## src/design/McbPkg.sv

```systemverilog
// Microcontroller block shared definitions
// Bus widths, CSR register map and bus word types for the USI and UFI sides

`default_nettype none

package McbPkg;

	//----------------------------------------------------------------------
	// Bus widths
	//----------------------------------------------------------------------
	localparam int UsiWidth      = 32;
	localparam int UfiDqWidth    = 16;
	localparam int UfiAdrsWidth  = 32;
	// 31-bit address next to 16-bit data, one spare bit on top
	localparam int McmEntryWidth = 48;

	//----------------------------------------------------------------------
	// Bus word types
	//----------------------------------------------------------------------
	typedef logic [UsiWidth-1:0]      usiWordT;
	typedef logic [UfiDqWidth-1:0]    ufiDataT;
	typedef logic [UfiAdrsWidth-1:0]  ufiAdrsT;
	typedef logic [McmEntryWidth-1:0] mcmEntryT;

	//----------------------------------------------------------------------
	// CSR register map
	//----------------------------------------------------------------------
	typedef enum logic [7:0]
	{
		CsrRamWd   = 8'd0,
		CsrRamAdrs = 8'd1,
		CsrRamEn   = 8'd2,
		CsrStatus  = 8'd3,
		CsrUfiRd   = 8'd4,
		CsrRdCount = 8'd5
	} csrAdrsE;

	// Flag bit in the USI address word
	localparam int UsiWriteBit = 31;

	// UFI address fields
	localparam int UfiValidBit = 31;
	// Block map occupies bits 28 to 25
	localparam int UfiMapLsb   = 25;

endpackage

`default_nettype wire

```

## src/design/SyncFifoController.sv

```systemverilog
// Synchronous FIFO for cache entries
// Pointers carry a wrap bit for full and empty, read data is registered

`timescale 1ns/1ns
`default_nettype none

module SyncFifoController #(
	parameter int pFifoDepth = 8
)(
	input  wire logic              iSCLK,
	input  wire logic              iSRST,
	// Write side
	input  wire McbPkg::mcmEntryT  iWd,
	input  wire logic              iWe,
	output logic                   oFull,
	// Read side
	input  wire logic              iRe,
	output McbPkg::mcmEntryT       oRd,
	output logic                   oRvd,
	output logic                   oEmp
);

localparam int AdrsWidth = $clog2(pFifoDepth);

//----------------------------------------------------------------------
// Storage and pointers
//----------------------------------------------------------------------
McbPkg::mcmEntryT        mem [pFifoDepth];
logic [AdrsWidth:0]      wrPtr;
logic [AdrsWidth:0]      rdPtr;
logic                    doWrite;
logic                    doRead;

// Same index, wrap bits differ
assign oFull = (wrPtr[AdrsWidth] != rdPtr[AdrsWidth]) &&
	(wrPtr[AdrsWidth-1:0] == rdPtr[AdrsWidth-1:0]);
assign oEmp  = (wrPtr == rdPtr);

assign doWrite = iWe & ~oFull;
assign doRead  = iRe & ~oEmp;

always_ff @(posedge iSCLK)
begin
	if (iSRST)
	begin
		wrPtr <= '0;
	end
	else if (doWrite)
	begin
		wrPtr <= wrPtr + 1'b1;
	end
end

always_ff @(posedge iSCLK)
begin
	if (doWrite)
	begin
		mem[wrPtr[AdrsWidth-1:0]] <= iWd;
	end
end

//----------------------------------------------------------------------
// Registered read
//----------------------------------------------------------------------
always_ff @(posedge iSCLK)
begin
	if (iSRST)
	begin
		rdPtr <= '0;
		oRvd  <= 1'b0;
	end
	else
	begin
		oRvd <= doRead;
		if (doRead)
		begin
			rdPtr <= rdPtr + 1'b1;
		end
	end
end

// Data holds between pops
always_ff @(posedge iSCLK)
begin
	if (doRead)
	begin
		oRd <= mem[rdPtr[AdrsWidth-1:0]];
	end
end

//----------------------------------------------------------------------
// Checks
//----------------------------------------------------------------------
aNoWriteWhenFull: assert property (
	@(posedge iSCLK) disable iff (iSRST)
	!(iWe && oFull)
) else $error("FIFO write while full");

aNoReadWhenEmpty: assert property (
	@(posedge iSCLK) disable iff (iSRST)
	!(iRe && oEmp)
) else $error("FIFO read while empty");

endmodule

`default_nettype wire

```

## src/design/McbUfiPort.sv

```systemverilog
// UFI port of the microcontroller block
// One-shot cache write from the CSR enable, drain toward UFI on ready,
// and capture of UFI reads addressed to this block

`timescale 1ns/1ns
`default_nettype none

module McbUfiPort #(
	parameter logic [3:0] pUfiAdrsMap = 4'h0,
	parameter int         pFifoDepth  = 8
)(
	input  wire logic                            iSCLK,
	input  wire logic                            iSRST,
	// CSR side
	input  wire McbPkg::ufiDataT                 iRamWd,
	input  wire logic [McbPkg::UfiAdrsWidth-2:0] iRamAdrs,
	input  wire logic                            iRamEn,
	output logic                                 oRamFull,
	output logic                                 oRamEmp,
	output McbPkg::ufiDataT                      oRamRd,
	output logic                                 oRamRdVd,
	// UFI side
	input  wire logic                            iMUfiRdy,
	input  wire McbPkg::ufiDataT                 iMUfiRd,
	input  wire McbPkg::ufiAdrsT                 iMUfiAdrs,
	output McbPkg::ufiDataT                      oMUfiWd,
	output McbPkg::ufiAdrsT                      oMUfiAdrs
);

//----------------------------------------------------------------------
// Cache write one-shot
//----------------------------------------------------------------------
logic              ramEnDly;
logic              fifoWe;
logic              fifoRe;
logic              fifoFull;
logic              fifoEmp;
logic              fifoRvd;
McbPkg::mcmEntryT  fifoWd;
McbPkg::mcmEntryT  fifoRd;

always_ff @(posedge iSCLK)
begin
	if (iSRST)
	begin
		ramEnDly <= 1'b0;
	end
	else
	begin
		ramEnDly <= iRamEn;
	end
end

// Rising edge only, dropped when full
assign fifoWe = iRamEn & ~ramEnDly & ~fifoFull;
assign fifoWd = {1'b0, iRamAdrs, iRamWd};

// Pop one entry per ready cycle
assign fifoRe = iMUfiRdy & ~fifoEmp;

SyncFifoController #(
	.pFifoDepth(pFifoDepth)
) McbCacheMemory (
	.iSCLK(iSCLK),
	.iSRST(iSRST),
	.iWd(fifoWd),
	.iWe(fifoWe),
	.oFull(fifoFull),
	.iRe(fifoRe),
	.oRd(fifoRd),
	.oRvd(fifoRvd),
	.oEmp(fifoEmp)
);

assign oRamFull = fifoFull;
assign oRamEmp  = fifoEmp;

// Valid bit rides on address bit 31
assign oMUfiWd   = fifoRd[McbPkg::UfiDqWidth-1:0];
assign oMUfiAdrs = {fifoRvd, fifoRd[McbPkg::McmEntryWidth-2:McbPkg::UfiDqWidth]};

//----------------------------------------------------------------------
// UFI read capture
//----------------------------------------------------------------------
logic              ufiRdHit;
McbPkg::ufiDataT   ufiRdData;
logic              ufiRdValid;

assign ufiRdHit = iMUfiAdrs[McbPkg::UfiValidBit] &&
	(iMUfiAdrs[McbPkg::UfiMapLsb+3:McbPkg::UfiMapLsb] == pUfiAdrsMap);

always_ff @(posedge iSCLK)
begin
	if (ufiRdHit)
	begin
		ufiRdData <= iMUfiRd;
	end
end

// One-cycle pulse after the matching beat
always_ff @(posedge iSCLK)
begin
	if (iSRST)
	begin
		ufiRdValid <= 1'b0;
	end
	else
	begin
		ufiRdValid <= ufiRdHit;
	end
end

assign oRamRd   = ufiRdData;
assign oRamRdVd = ufiRdValid;

//----------------------------------------------------------------------
// Checks
//----------------------------------------------------------------------
// Back-to-back beats need ready in both cycles before them
aDrainNeedsReady: assert property (
	@(posedge iSCLK) disable iff (iSRST)
	(oMUfiAdrs[McbPkg::UfiValidBit] && $past(oMUfiAdrs[McbPkg::UfiValidBit]))
		|-> ($past(iMUfiRdy) && $past(iMUfiRdy, 2))
) else $error("UFI beats without ready");

endmodule

`default_nettype wire

```

## src/design/MicroControllerCsr.sv

```systemverilog
// Microcontroller block CSR
// USI register file with block decode, write strobes, latched read select
// and capture of UFI read data with a wrapping capture counter

`timescale 1ns/1ns
`default_nettype none

module MicroControllerCsr #(
	parameter logic [7:0] pAdrsMap = 8'h01
)(
	input  wire logic                                    iSCLK,
	input  wire logic                                    iSRST,
	// USI slave
	input  wire McbPkg::usiWordT                         iSUsiWd,
	input  wire McbPkg::usiWordT                         iSUsiAdrs,
	output McbPkg::usiWordT                              oSUsiRd,
	// Cache side
	input  wire logic                                    iRamFull,
	input  wire logic                                    iRamEmp,
	input  wire McbPkg::ufiDataT                         iRamRd,
	input  wire logic                                    iRamRdVd,
	output McbPkg::ufiDataT                              oRamWd,
	output logic [McbPkg::UfiAdrsWidth-2:0]              oRamAdrs,
	output logic                                         oRamEn
);

//----------------------------------------------------------------------
// USI decode
//----------------------------------------------------------------------
logic             blockHit;
logic             usiWrite;
logic             usiReadSel;
McbPkg::csrAdrsE  usiIndex;

assign blockHit   = (iSUsiAdrs[15:8] == pAdrsMap);
assign usiWrite   = blockHit &  iSUsiAdrs[McbPkg::UsiWriteBit];
assign usiReadSel = blockHit & ~iSUsiAdrs[McbPkg::UsiWriteBit];
assign usiIndex   = McbPkg::csrAdrsE'(iSUsiAdrs[7:0]);

//----------------------------------------------------------------------
// Writable registers
//----------------------------------------------------------------------
McbPkg::ufiDataT                    ramWd;
logic [McbPkg::UfiAdrsWidth-2:0]    ramAdrs;
logic                               ramEn;

always_ff @(posedge iSCLK)
begin
	if (iSRST)
	begin
		ramWd   <= '0;
		ramAdrs <= '0;
		ramEn   <= 1'b0;
	end
	else if (usiWrite)
	begin
		case (usiIndex)
			McbPkg::CsrRamWd:   ramWd   <= iSUsiWd[McbPkg::UfiDqWidth-1:0];
			McbPkg::CsrRamAdrs: ramAdrs <= iSUsiWd[McbPkg::UfiAdrsWidth-2:0];
			McbPkg::CsrRamEn:   ramEn   <= iSUsiWd[0];
			// Status, capture and unknown indices are not writable
			default:            ;
		endcase
	end
end

assign oRamWd   = ramWd;
assign oRamAdrs = ramAdrs;
assign oRamEn   = ramEn;

//----------------------------------------------------------------------
// UFI read capture
//----------------------------------------------------------------------
McbPkg::ufiDataT  ufiRd;
logic [7:0]       rdCount;

always_ff @(posedge iSCLK)
begin
	if (iSRST)
	begin
		ufiRd   <= '0;
		rdCount <= 8'd0;
	end
	else if (iRamRdVd)
	begin
		ufiRd   <= iRamRd;
		// Wraps after 255
		rdCount <= rdCount + 8'd1;
	end
end

//----------------------------------------------------------------------
// Read select and mux
//----------------------------------------------------------------------
McbPkg::csrAdrsE  rdSel;
McbPkg::usiWordT  rdData;

always_ff @(posedge iSCLK)
begin
	if (iSRST)
	begin
		rdSel <= McbPkg::CsrRamWd;
	end
	else if (usiReadSel)
	begin
		rdSel <= usiIndex;
	end
end

always_comb
begin
	case (rdSel)
		McbPkg::CsrRamWd:   rdData = {16'd0, ramWd};
		McbPkg::CsrRamAdrs: rdData = {1'b0, ramAdrs};
		McbPkg::CsrRamEn:   rdData = {31'd0, ramEn};
		McbPkg::CsrStatus:  rdData = {30'd0, iRamFull, iRamEmp};
		McbPkg::CsrUfiRd:   rdData = {16'd0, ufiRd};
		McbPkg::CsrRdCount: rdData = {24'd0, rdCount};
		default:            rdData = '0;
	endcase
end

assign oSUsiRd = rdData;

//----------------------------------------------------------------------
// Checks
//----------------------------------------------------------------------
// Cache flags come from the port, they must stay exclusive
aFullEmpExclusive: assert property (
	@(posedge iSCLK) disable iff (iSRST)
	!(iRamFull && iRamEmp)
) else $error("cache reports full and empty together");

endmodule

`default_nettype wire

```

## src/design/MicroControllerBlock.sv

```systemverilog
// Microcontroller block top level
// Connects the USI register file to the UFI cache port

`timescale 1ns/1ns
`default_nettype none

module MicroControllerBlock #(
	parameter logic [7:0] pAdrsMap    = 8'h01,
	parameter logic [3:0] pUfiAdrsMap = 4'h3,
	parameter int         pFifoDepth  = 8
)(
	input  wire logic             iSCLK,
	input  wire logic             iSRST,
	// USI slave
	input  wire McbPkg::usiWordT  iSUsiWd,
	input  wire McbPkg::usiWordT  iSUsiAdrs,
	output McbPkg::usiWordT       oSUsiRd,
	// UFI master
	input  wire logic             iMUfiRdy,
	input  wire McbPkg::ufiDataT  iMUfiRd,
	input  wire McbPkg::ufiAdrsT  iMUfiAdrs,
	output McbPkg::ufiDataT       oMUfiWd,
	output McbPkg::ufiAdrsT       oMUfiAdrs
);

//----------------------------------------------------------------------
// CSR to port wiring
//----------------------------------------------------------------------
McbPkg::ufiDataT                  ramWd;
logic [McbPkg::UfiAdrsWidth-2:0]  ramAdrs;
logic                             ramEn;
logic                             ramFull;
logic                             ramEmp;
McbPkg::ufiDataT                  ufiRdData;
logic                             ufiRdValid;

MicroControllerCsr #(
	.pAdrsMap(pAdrsMap)
) Csr (
	.iSCLK(iSCLK),
	.iSRST(iSRST),
	.iSUsiWd(iSUsiWd),
	.iSUsiAdrs(iSUsiAdrs),
	.oSUsiRd(oSUsiRd),
	.iRamFull(ramFull),
	.iRamEmp(ramEmp),
	.iRamRd(ufiRdData),
	.iRamRdVd(ufiRdValid),
	.oRamWd(ramWd),
	.oRamAdrs(ramAdrs),
	.oRamEn(ramEn)
);

McbUfiPort #(
	.pUfiAdrsMap(pUfiAdrsMap),
	.pFifoDepth(pFifoDepth)
) UfiPort (
	.iSCLK(iSCLK),
	.iSRST(iSRST),
	.iRamWd(ramWd),
	.iRamAdrs(ramAdrs),
	.iRamEn(ramEn),
	.oRamFull(ramFull),
	.oRamEmp(ramEmp),
	.oRamRd(ufiRdData),
	.oRamRdVd(ufiRdValid),
	.iMUfiRdy(iMUfiRdy),
	.iMUfiRd(iMUfiRd),
	.iMUfiAdrs(iMUfiAdrs),
	.oMUfiWd(oMUfiWd),
	.oMUfiAdrs(oMUfiAdrs)
);

endmodule

`default_nettype wire

```

## config.mk

```make
export PLATFORM = sky130hd
export DESIGN_NAME = MicroControllerBlock
export DESIGN_NICKNAME = d
export VERILOG_FILES = /design/src/design/McbPkg.sv /design/src/design/SyncFifoController.sv /design/src/design/McbUfiPort.sv /design/src/design/MicroControllerCsr.sv /design/src/design/MicroControllerBlock.sv
export SDC_FILE = /design/constraint.sdc
export NUM_CORES = 1
export LEC_CHECK = 0
export ABC_CLOCK_PERIOD_IN_PS = 4800
export CAP_MARGIN = 15
export CELL_PAD_IN_SITES_DETAIL_PLACEMENT = 1
export CELL_PAD_IN_SITES_GLOBAL_PLACEMENT = 2
export CORE_ASPECT_RATIO = 0.7
export CORE_MARGIN = 10
export CORE_UTILIZATION = 35
export DETAILED_ROUTE_END_ITERATION = 8
export DONT_BUFFER_PORTS = 1
export PLACE_DENSITY_LB_ADDON = 0.1
export RECOVER_POWER = 50
export SETUP_SLACK_MARGIN = 0.5
export SYNTH_ARGS = -nofsm -noshare
export SYNTH_HDL_FRONTEND = slang
export SYNTH_SLANG_ARGS = --single-unit
```

## constraint.sdc

```tcl
create_clock -name iSCLK -period 4.8 [get_ports iSCLK]
set_input_delay 0.72 -clock iSCLK [delete_from_list [all_inputs] [get_ports iSCLK]]
set_output_delay 0.72 -clock iSCLK [all_outputs]
set_load 0.005 [all_outputs]
```

==> metrics.cfg, run 1 <==
[run_status]
status=finished with violations
violations=max-capacitance violations, max-slew violations

[power]
p_leak_nw=7.114
power_frac_comb_pct=0.2
vdd_ir_drop_max_uv=254.4
power_switching_share_pct=19.30
total_power_mw=9.138
p_per_area_nw_per_um2=398.7
p_seq_share_pct=53.8
switching_power_mw=1.764
clkPwrFrac_pct=46.0
p_int_mw=7.375

[clock_network]
post-cts-setup-buffers=0
ctsHtreeMaxLevel=2
cts-root-buf=clkbuf_16
clock_latency_ns=0.59
clock-sinks=530
clkTransAtPathRegs_ns=0.07
ctsHoldBuffers=0
cts_tree=built
ctsResizeCount=0
numCtsBuffers=55
cts_max_path_buffers=3

[layout]
layout-drive-gt1-share_pct=22.25
fin_nets=1238
nFillCells=5539
multi_input_area_um2=4970
n_antenna_cell=0
register_area_um2=15010
syn_to_final_growth_pct=13.23
final_cell_mix=edfxtp_1 (439), mux4_2 (101), dfxtp_1 (89)
final_common_cell=edfxtp_1

[drt]
wl_um=54290
detail_route.vias_per_cell=5.290
antenna_left=0
route.detailed.drc=0
dr.pass1.iters=5
vias=10130
drtIter0Drc=754
wire_per_inst_um=28.36

[worst_setup_path]
crit_fanout=17
cp_data_required_time_ns=4.08
r2r_start=UfiPort.McbCacheMemory.rdPtr[0]
startpoint=Csr.rdSel[3]
arrival_ns=3.18
criticalPathCategory=reg2out
startpoint_type=flip-flop
crit_path_end_kind=output port

[floorplanning]
die_h_um=221.2
initial_utilization_pct=35.52
die_x_um=307.4
rows=73
coreArea_um2=56990
io_pins=195
die_area_um2=68010

[flow_run]
maxCapViolations=4

[synth]
ys_async_sr_fraction_pct=0
synth_top_area_share_pct=65.13
synth_area_leaders=edfxtp_1 (65%), mux4_2 (11%), dfxtp_1 (9.0%), mux2_2 (2.7%), mux2i_1 (1.7%)
syn_inst=1110
synth_top_area_cell=edfxtp_1
netlist_area_um2=20240
ys.flop_type=edfxtp_1
synthDistinctLibCells=48
syn-num-nets=1228
syn_area_per_cell_um2=18.24
ys_ff_latch=530
ys_seq_area_share_pct=74.13
synth-edff-count=439
yosysWarnings=0

[min_path]
worstHoldPathType=in2reg
hold_start=iSRST

[grt]
grt_pass1_wl_um=79120
antenna_found_initial=2
grt_overflow=0
grt_max_degree=98
grt_use_total_pct=15.80
grt_pass1_vias=10650

[sta]
slew_viol_final=164
finalSetupTns_ns=0
finalCritPeriodShare_pct=81.30
fmax_mhz=256.2
grt_setup_unrepaired=no
skew_ns=0.01928
setup_viol=0
relSlewSlack_pct=-66.07
worst_pin_slew_ns=2.491
hold_violations=0
finalCriticalPeriod_ns=3.903

[placed_design]
gp_congestion=0.7045
hpwl_um=31790
numPortBuffers=0

[layout make-up]
class	instances	area share [%]
clock buffer	72	6.556
clock inverter	29	1.108
inverter	5	0.08189
multi-input combinational	503	21.68
sequential	530	65.49
tap	750	4.094
timing repair buffer	25	0.9881
[state kept, by name, summed over array words and instances, names as in the netlist]
register	count
Csr.oRamAdrs	31
Csr.oRamEn	1
Csr.oRamWd	16
Csr.rdCount	8
Csr.rdSel	8
Csr.ufiRd	16
UfiPort.McbCacheMemory.mem	376
UfiPort.McbCacheMemory.oRd	47
UfiPort.McbCacheMemory.oRvd	1
UfiPort.McbCacheMemory.rdPtr	4
UfiPort.McbCacheMemory.wrPtr	4
UfiPort.oRamRd	16
UfiPort.oRamRdVd	1
UfiPort.ramEnDly	1
[stage by stage]
| stage | area (µm²) | worst slack (ns) | hold slack [ns] | util [%] | cells |
|---|---|---|---|---|---|
| floorplan | 20250 | 1.069 | 0.4511 | - | 1110 |
| global placement | 21210 | 1.515 | 0.4681 | 37.21 | 1813 |
| detailed placement | 21210 | 1.450 | 0.4779 | 37.21 | 1813 |
| CTS | 22960 | 0.8002 | 0.1707 | 40.29 | 1914 |
| global route | 22920 | 0.6601 | 0.1644 | 40.21 | 1914 |
| finish | 22920 | 0.8974 | 0.1978 | 40.21 | 1914 |
[synthesized netlist by cell type, types with 2 or more instances]
master / count
buf_1: 7
nand3_1: 49
or3_1: 7
nand2_1: 9
nand4_1: 5
nor3_1: 3
or4_1: 2
nor4_1: 2
inv_1: 5
dfxtp_1: 91
xor2_1: 9
mux2_2: 48
nand2b_1: 4
buf_4: 2
nor2b_1: 12
edfxtp_1: 439
a21oi_1: 61
o21ai_1: 9
and4_1: 2
mux4_2: 101
and2_1: 16
buf_2: 16
ha_1: 3
xnor2_1: 3
o211ai_1: 3
mux2i_1: 35
nor2_1: 61
clkbuf_1: 45
o21ai_0: 42
[worst paths after layout]
kind,to,slack [ns],depth (start not counted)
worst max-delay path,oSUsiRd[28],0.90,4
worst min register to register,Csr.rdSel[6],0.49,2
worst min-delay path,Csr.rdSel[5],0.20,1
worst max register to register,UfiPort.McbCacheMemory.oRd[14],1.46,3
[power by group through the flow]
stage,sequential (mW),clock [mW],combinational [mW]
3_3_place_gp,5.01,0,0.0165
2_1_floorplan,5.01,0,0.0221
4_1_cts,4.91,4.34,0.0169
6_report,4.91,4.21,0.0163
5_1_grt,4.91,4.55,0.0178
3_5_place_dp,5.01,0,0.0169
[logic make-up (layout without fill, tap and decap cells)]
family,after synthesis,after routing,synth area share (%)
buffers and inverters,77,131,1.607
AO/OA/AOI/OAI,120,120,3.134
flip-flops,530,530,74.13
adder cells (fa/ha/maj),3,3,0.1855
multiplexers,185,185,15.69
AND/OR/NAND/NOR,182,182,4.716
XOR/XNOR,12,12,0.5193
other,1,1,0.01853
[critical path, cell delays in order (launching register included)]
cell and delay [ns]:
dfxtp_1 0.31, or4_1 0.60, or3_1 0.74, nor3_4 0.69, and2_1 0.26
[per-layer routing]
| metal | wire length [µm] | vias up | global-route usage [%] |
|---|---|---|---|
| li1 | - | 4417 | - |
| met1 | 26630 | 5450 | 23.31 |
| met2 | 23960 | 200 | 23.44 |
| met3 | 3055 | 57 | 3.882 |
| met4 | 617 | 2 | 2.943 |
| met5 | 16 | - | 0 |
Power figures use the tool's default switching activity.
==> run 2: changes to the inputs <==
--- a/config.mk
+++ b/config.mk
@@ -5,7 +5,8 @@
 export SDC_FILE = /design/constraint.sdc
 export NUM_CORES = 1
 export LEC_CHECK = 0
-export ABC_CLOCK_PERIOD_IN_PS = 4800
+export ABC_AREA = 1
+export ABC_CLOCK_PERIOD_IN_PS = 3790
 export CAP_MARGIN = 15
 export CELL_PAD_IN_SITES_DETAIL_PLACEMENT = 1
 export CELL_PAD_IN_SITES_GLOBAL_PLACEMENT = 2
==> constraint.sdc (replaced) <==
create_clock -name iSCLK -period 3.79 [get_ports iSCLK]
set_input_delay 0.5685 -clock iSCLK [delete_from_list [all_inputs] [get_ports iSCLK]]
set_output_delay 0.5685 -clock iSCLK [all_outputs]
set_load 0.005 [all_outputs]
==> metrics.cfg, run 2 <==
[worst_setup_path]
rr_endpoint=UfiPort.McbCacheMemory.mem[1][32]
cpMaxStageDelayCell=inv_2
crit_fanout=16  ; -1
cp_num_buf_inv=1  ; +1
arrival_ns=2.43  ; -0.75 ns
crit_family=simple AND/OR/NAND/NOR gates
path_depth=7  ; +3
rr_worst_depth=7  ; +4
crit_path_end_kind=output port
r2r_start=UfiPort.McbCacheMemory.rdPtr[0]
cp_data_required_time_ns=3.22  ; -0.86 ns
reg2reg_slack_ns=1.14  ; -0.32 ns
criticalPathCategory=reg2out
crit_chain=nor2_1, nand3_1, nor2_2, nand2_2, inv_2, nand2_1, nand4_1
cp_slowest_stage_delay_ns=0.36  ; -0.38 ns
startpoint_type=flip-flop

[floorplanning]
initial_utilization_pct=35.62  ; +0.10 points
rows=74  ; +1.4%
die_x_um=312.1  ; +1.5%
coreArea_um2=58700  ; +3.0%
io_pins=195  ; unchanged
die_h_um=224.5  ; +1.5%
die_area_um2=70070  ; +3.0%

[grt]
grt_use_total_pct=16.39  ; +0.58 points
grt_pass1_vias=13760  ; +29%
grt_max_degree=105  ; +7.1%
antenna_found_initial=2  ; unchanged
grt_overflow=0  ; unchanged
grt_pass1_wl_um=88060  ; +11%

[synth]
syn_area_per_cell_um2=11.43  ; -37%
yosysWarnings=0  ; unchanged
ys_async_sr_fraction_pct=0  ; unchanged
synth_top_area_cell=edfxtp_1
syn-num-nets=1947  ; +59%
yosysMostFrequentCell=edfxtp_1
netlist_area_um2=20910  ; +3.3%
ys_ff_latch=530  ; unchanged
syn_inst=1829  ; +65%
synth-edff-count=439  ; unchanged
ys_seq_area_share_pct=71.76  ; -2.4 points
ys.flop_type=edfxtp_1
synth_area_leaders=edfxtp_1 (63%), dfxtp_1 (8.7%), nor2_1 (6.9%), nand2_1 (5.7%), o21ai_0 (5.0%)
synthDistinctLibCells=36  ; -25%
synth_top_area_share_pct=63.05  ; -2.1 points
synthTopCellsByCount=edfxtp_1 (439), nor2_1 (386), nand2_1 (316)

[drt]
drtIter0Drc=841  ; +12%
wl_um=58220  ; +7.2%
antenna_left=0  ; unchanged
vias=13320  ; +32%
detail_route.vias_per_cell=5.017  ; -5.2%
dr.pass1.iters=4  ; -1
wire_per_inst_um=21.93  ; -23%
route.detailed.drc=0  ; unchanged

[clock_network]
cts_max_path_buffers=3  ; unchanged
ctsHoldBuffers=2  ; +2
cts_tree=built
cts-root-buf=clkbuf_16
post-cts-setup-buffers=0  ; unchanged
clock_latency_ns=0.60  ; about the same
ctsResizeCount=0  ; unchanged
clock-sinks=530  ; unchanged
clkTransAtPathRegs_ns=0.06  ; about the same
numCtsBuffers=54  ; -1.8%
ctsHtreeMaxLevel=2  ; unchanged

[layout]
nFillCells=6298  ; +14%
layout-drive-gt1-share_pct=7.216  ; -15 points
final_common_cell=edfxtp_1
fin_cells=2655  ; +39%
n_antenna_cell=0  ; unchanged
multi_input_area_um2=4992  ; +0.45%
register_area_um2=15010  ; about the same
syn_to_final_growth_pct=11.39
fin_nets=1933  ; +56%
postLayoutCellArea_um2=23290  ; +1.6%
final_cell_mix=edfxtp_1 (439), nor2_1 (382), nand2_1 (316)
largest_reg_flops=376  ; unchanged

[min_path]
min_to=Csr.rdCount[4]
hold_start=iSRST
holdPathStages=1  ; unchanged
worstHoldPathType=in2reg

[sta]
setup_viol=0  ; unchanged
slew_viol_final=78  ; -52%
finalCriticalPeriod_ns=2.997
relSlewSlack_pct=-45.84  ; +20 points
fmax_mhz=333.6
hold_violations=0  ; unchanged
finalCritPeriodShare_pct=79.09
skew_ns=0.01458  ; -0.004700 ns
grt_setup_unrepaired=no
worst_pin_slew_ns=2.171  ; -0.3201 ns
finalSetupTns_ns=0  ; unchanged

[power]
total_power_mw=12.23  ; +34%
p_leak_nw=7.546  ; +6.1%
vdd_ir_drop_max_uv=313.0  ; +23%
p_per_area_nw_per_um2=525.2  ; +32%

[placed_design]
dp_cells=2555  ; +41%
numPortBuffers=0  ; unchanged
placed_cell_area_um2=21650  ; +2.1%
gp_congestion=0.7269  ; +3.2%
hpwl_um=33520  ; +5.5%

[flow_run]
maxCapViolations=3  ; -1

[run_status]
violations=max-capacitance violations, max-slew violations
status=finished with violations

## run 2: final cells by class
cell class,instances,share of cell area (%)
flip-flops and latches,530,64.45
multi-input cells,1115,21.44
clock buffers,84,6.791
well taps,798,4.287
repair buffers,33,1.456
inverters,81,1.316
clock inverters,14,0.2632
## run 2: cell families after synthesis
logic type	Yosys count	synth area share, %
flip-flops	530	71.76
XOR/XNOR	4	0.1675
AND/OR/NAND/NOR	788	15.05
AO/OA/AOI/OAI	319	8.246
buffers and inverters	184	4.578
adder cells (fa/ha/maj)	3	0.1795
other	1	0.01794
## run 2: worst max path at each step
stage | endpoint | start | slack, ns
after global placement | UfiPort.McbCacheMemory.mem[1][21] | UfiPort.McbCacheMemory.rdPtr[1] | 1.09
after CTS | oSUsiRd[3] | Csr.rdSel[6] | 0.64
after floorplan | UfiPort.McbCacheMemory.mem[0][0] | UfiPort.McbCacheMemory.rdPtr[0] | -0.84
after detailed placement | UfiPort.McbCacheMemory.mem[1][21] | UfiPort.McbCacheMemory.rdPtr[1] | 1.09
final | oSUsiRd[3] | Csr.rdSel[6] | 0.79
after global routing | oSUsiRd[5] | Csr.rdSel[6] | 0.56
## run 2: worst reg2reg max path: cells and delay by family, from the launching register on
family	cells	cell delay [ns]
AND/OR/NAND/NOR	6	1.36
buffers and inverters	1	0.28
flip-flops	1	0.69
## run 2: through the flow
step	util (%)	worst slack, ns	hold WS, ns
after floorplan	-	-0.8392	0.4382
after global placement	36.89	1.086	0.4581
after detailed placement	36.89	1.088	0.4626
after CTS	39.72	0.6431	0.001375
after global routing	39.68	0.5628	0.01227
final	39.68	0.7925	0.04171
## run 2: power breakdown
part | internal, mW | switching (mW) | total [mW]
registers | 6.33 | 0.0648 | 6.40
logic | 0.216 | 0.570 | 0.786
clock network | 2.85 | 2.20 | 5.05
## run 2: layer usage
| metal | global-route usage (%) | up-vias | wire length, µm |
|---|---|---|---|
| met4 | 3.991 | 0 | 1026 |
| met1 | 22.89 | 6760 | 28070 |
| met5 | 0 | - | 0 |
| li1 | - | 6307 | - |
| met2 | 26.39 | 174 | 26950 |
| met3 | 2.730 | 79 | 2171 |
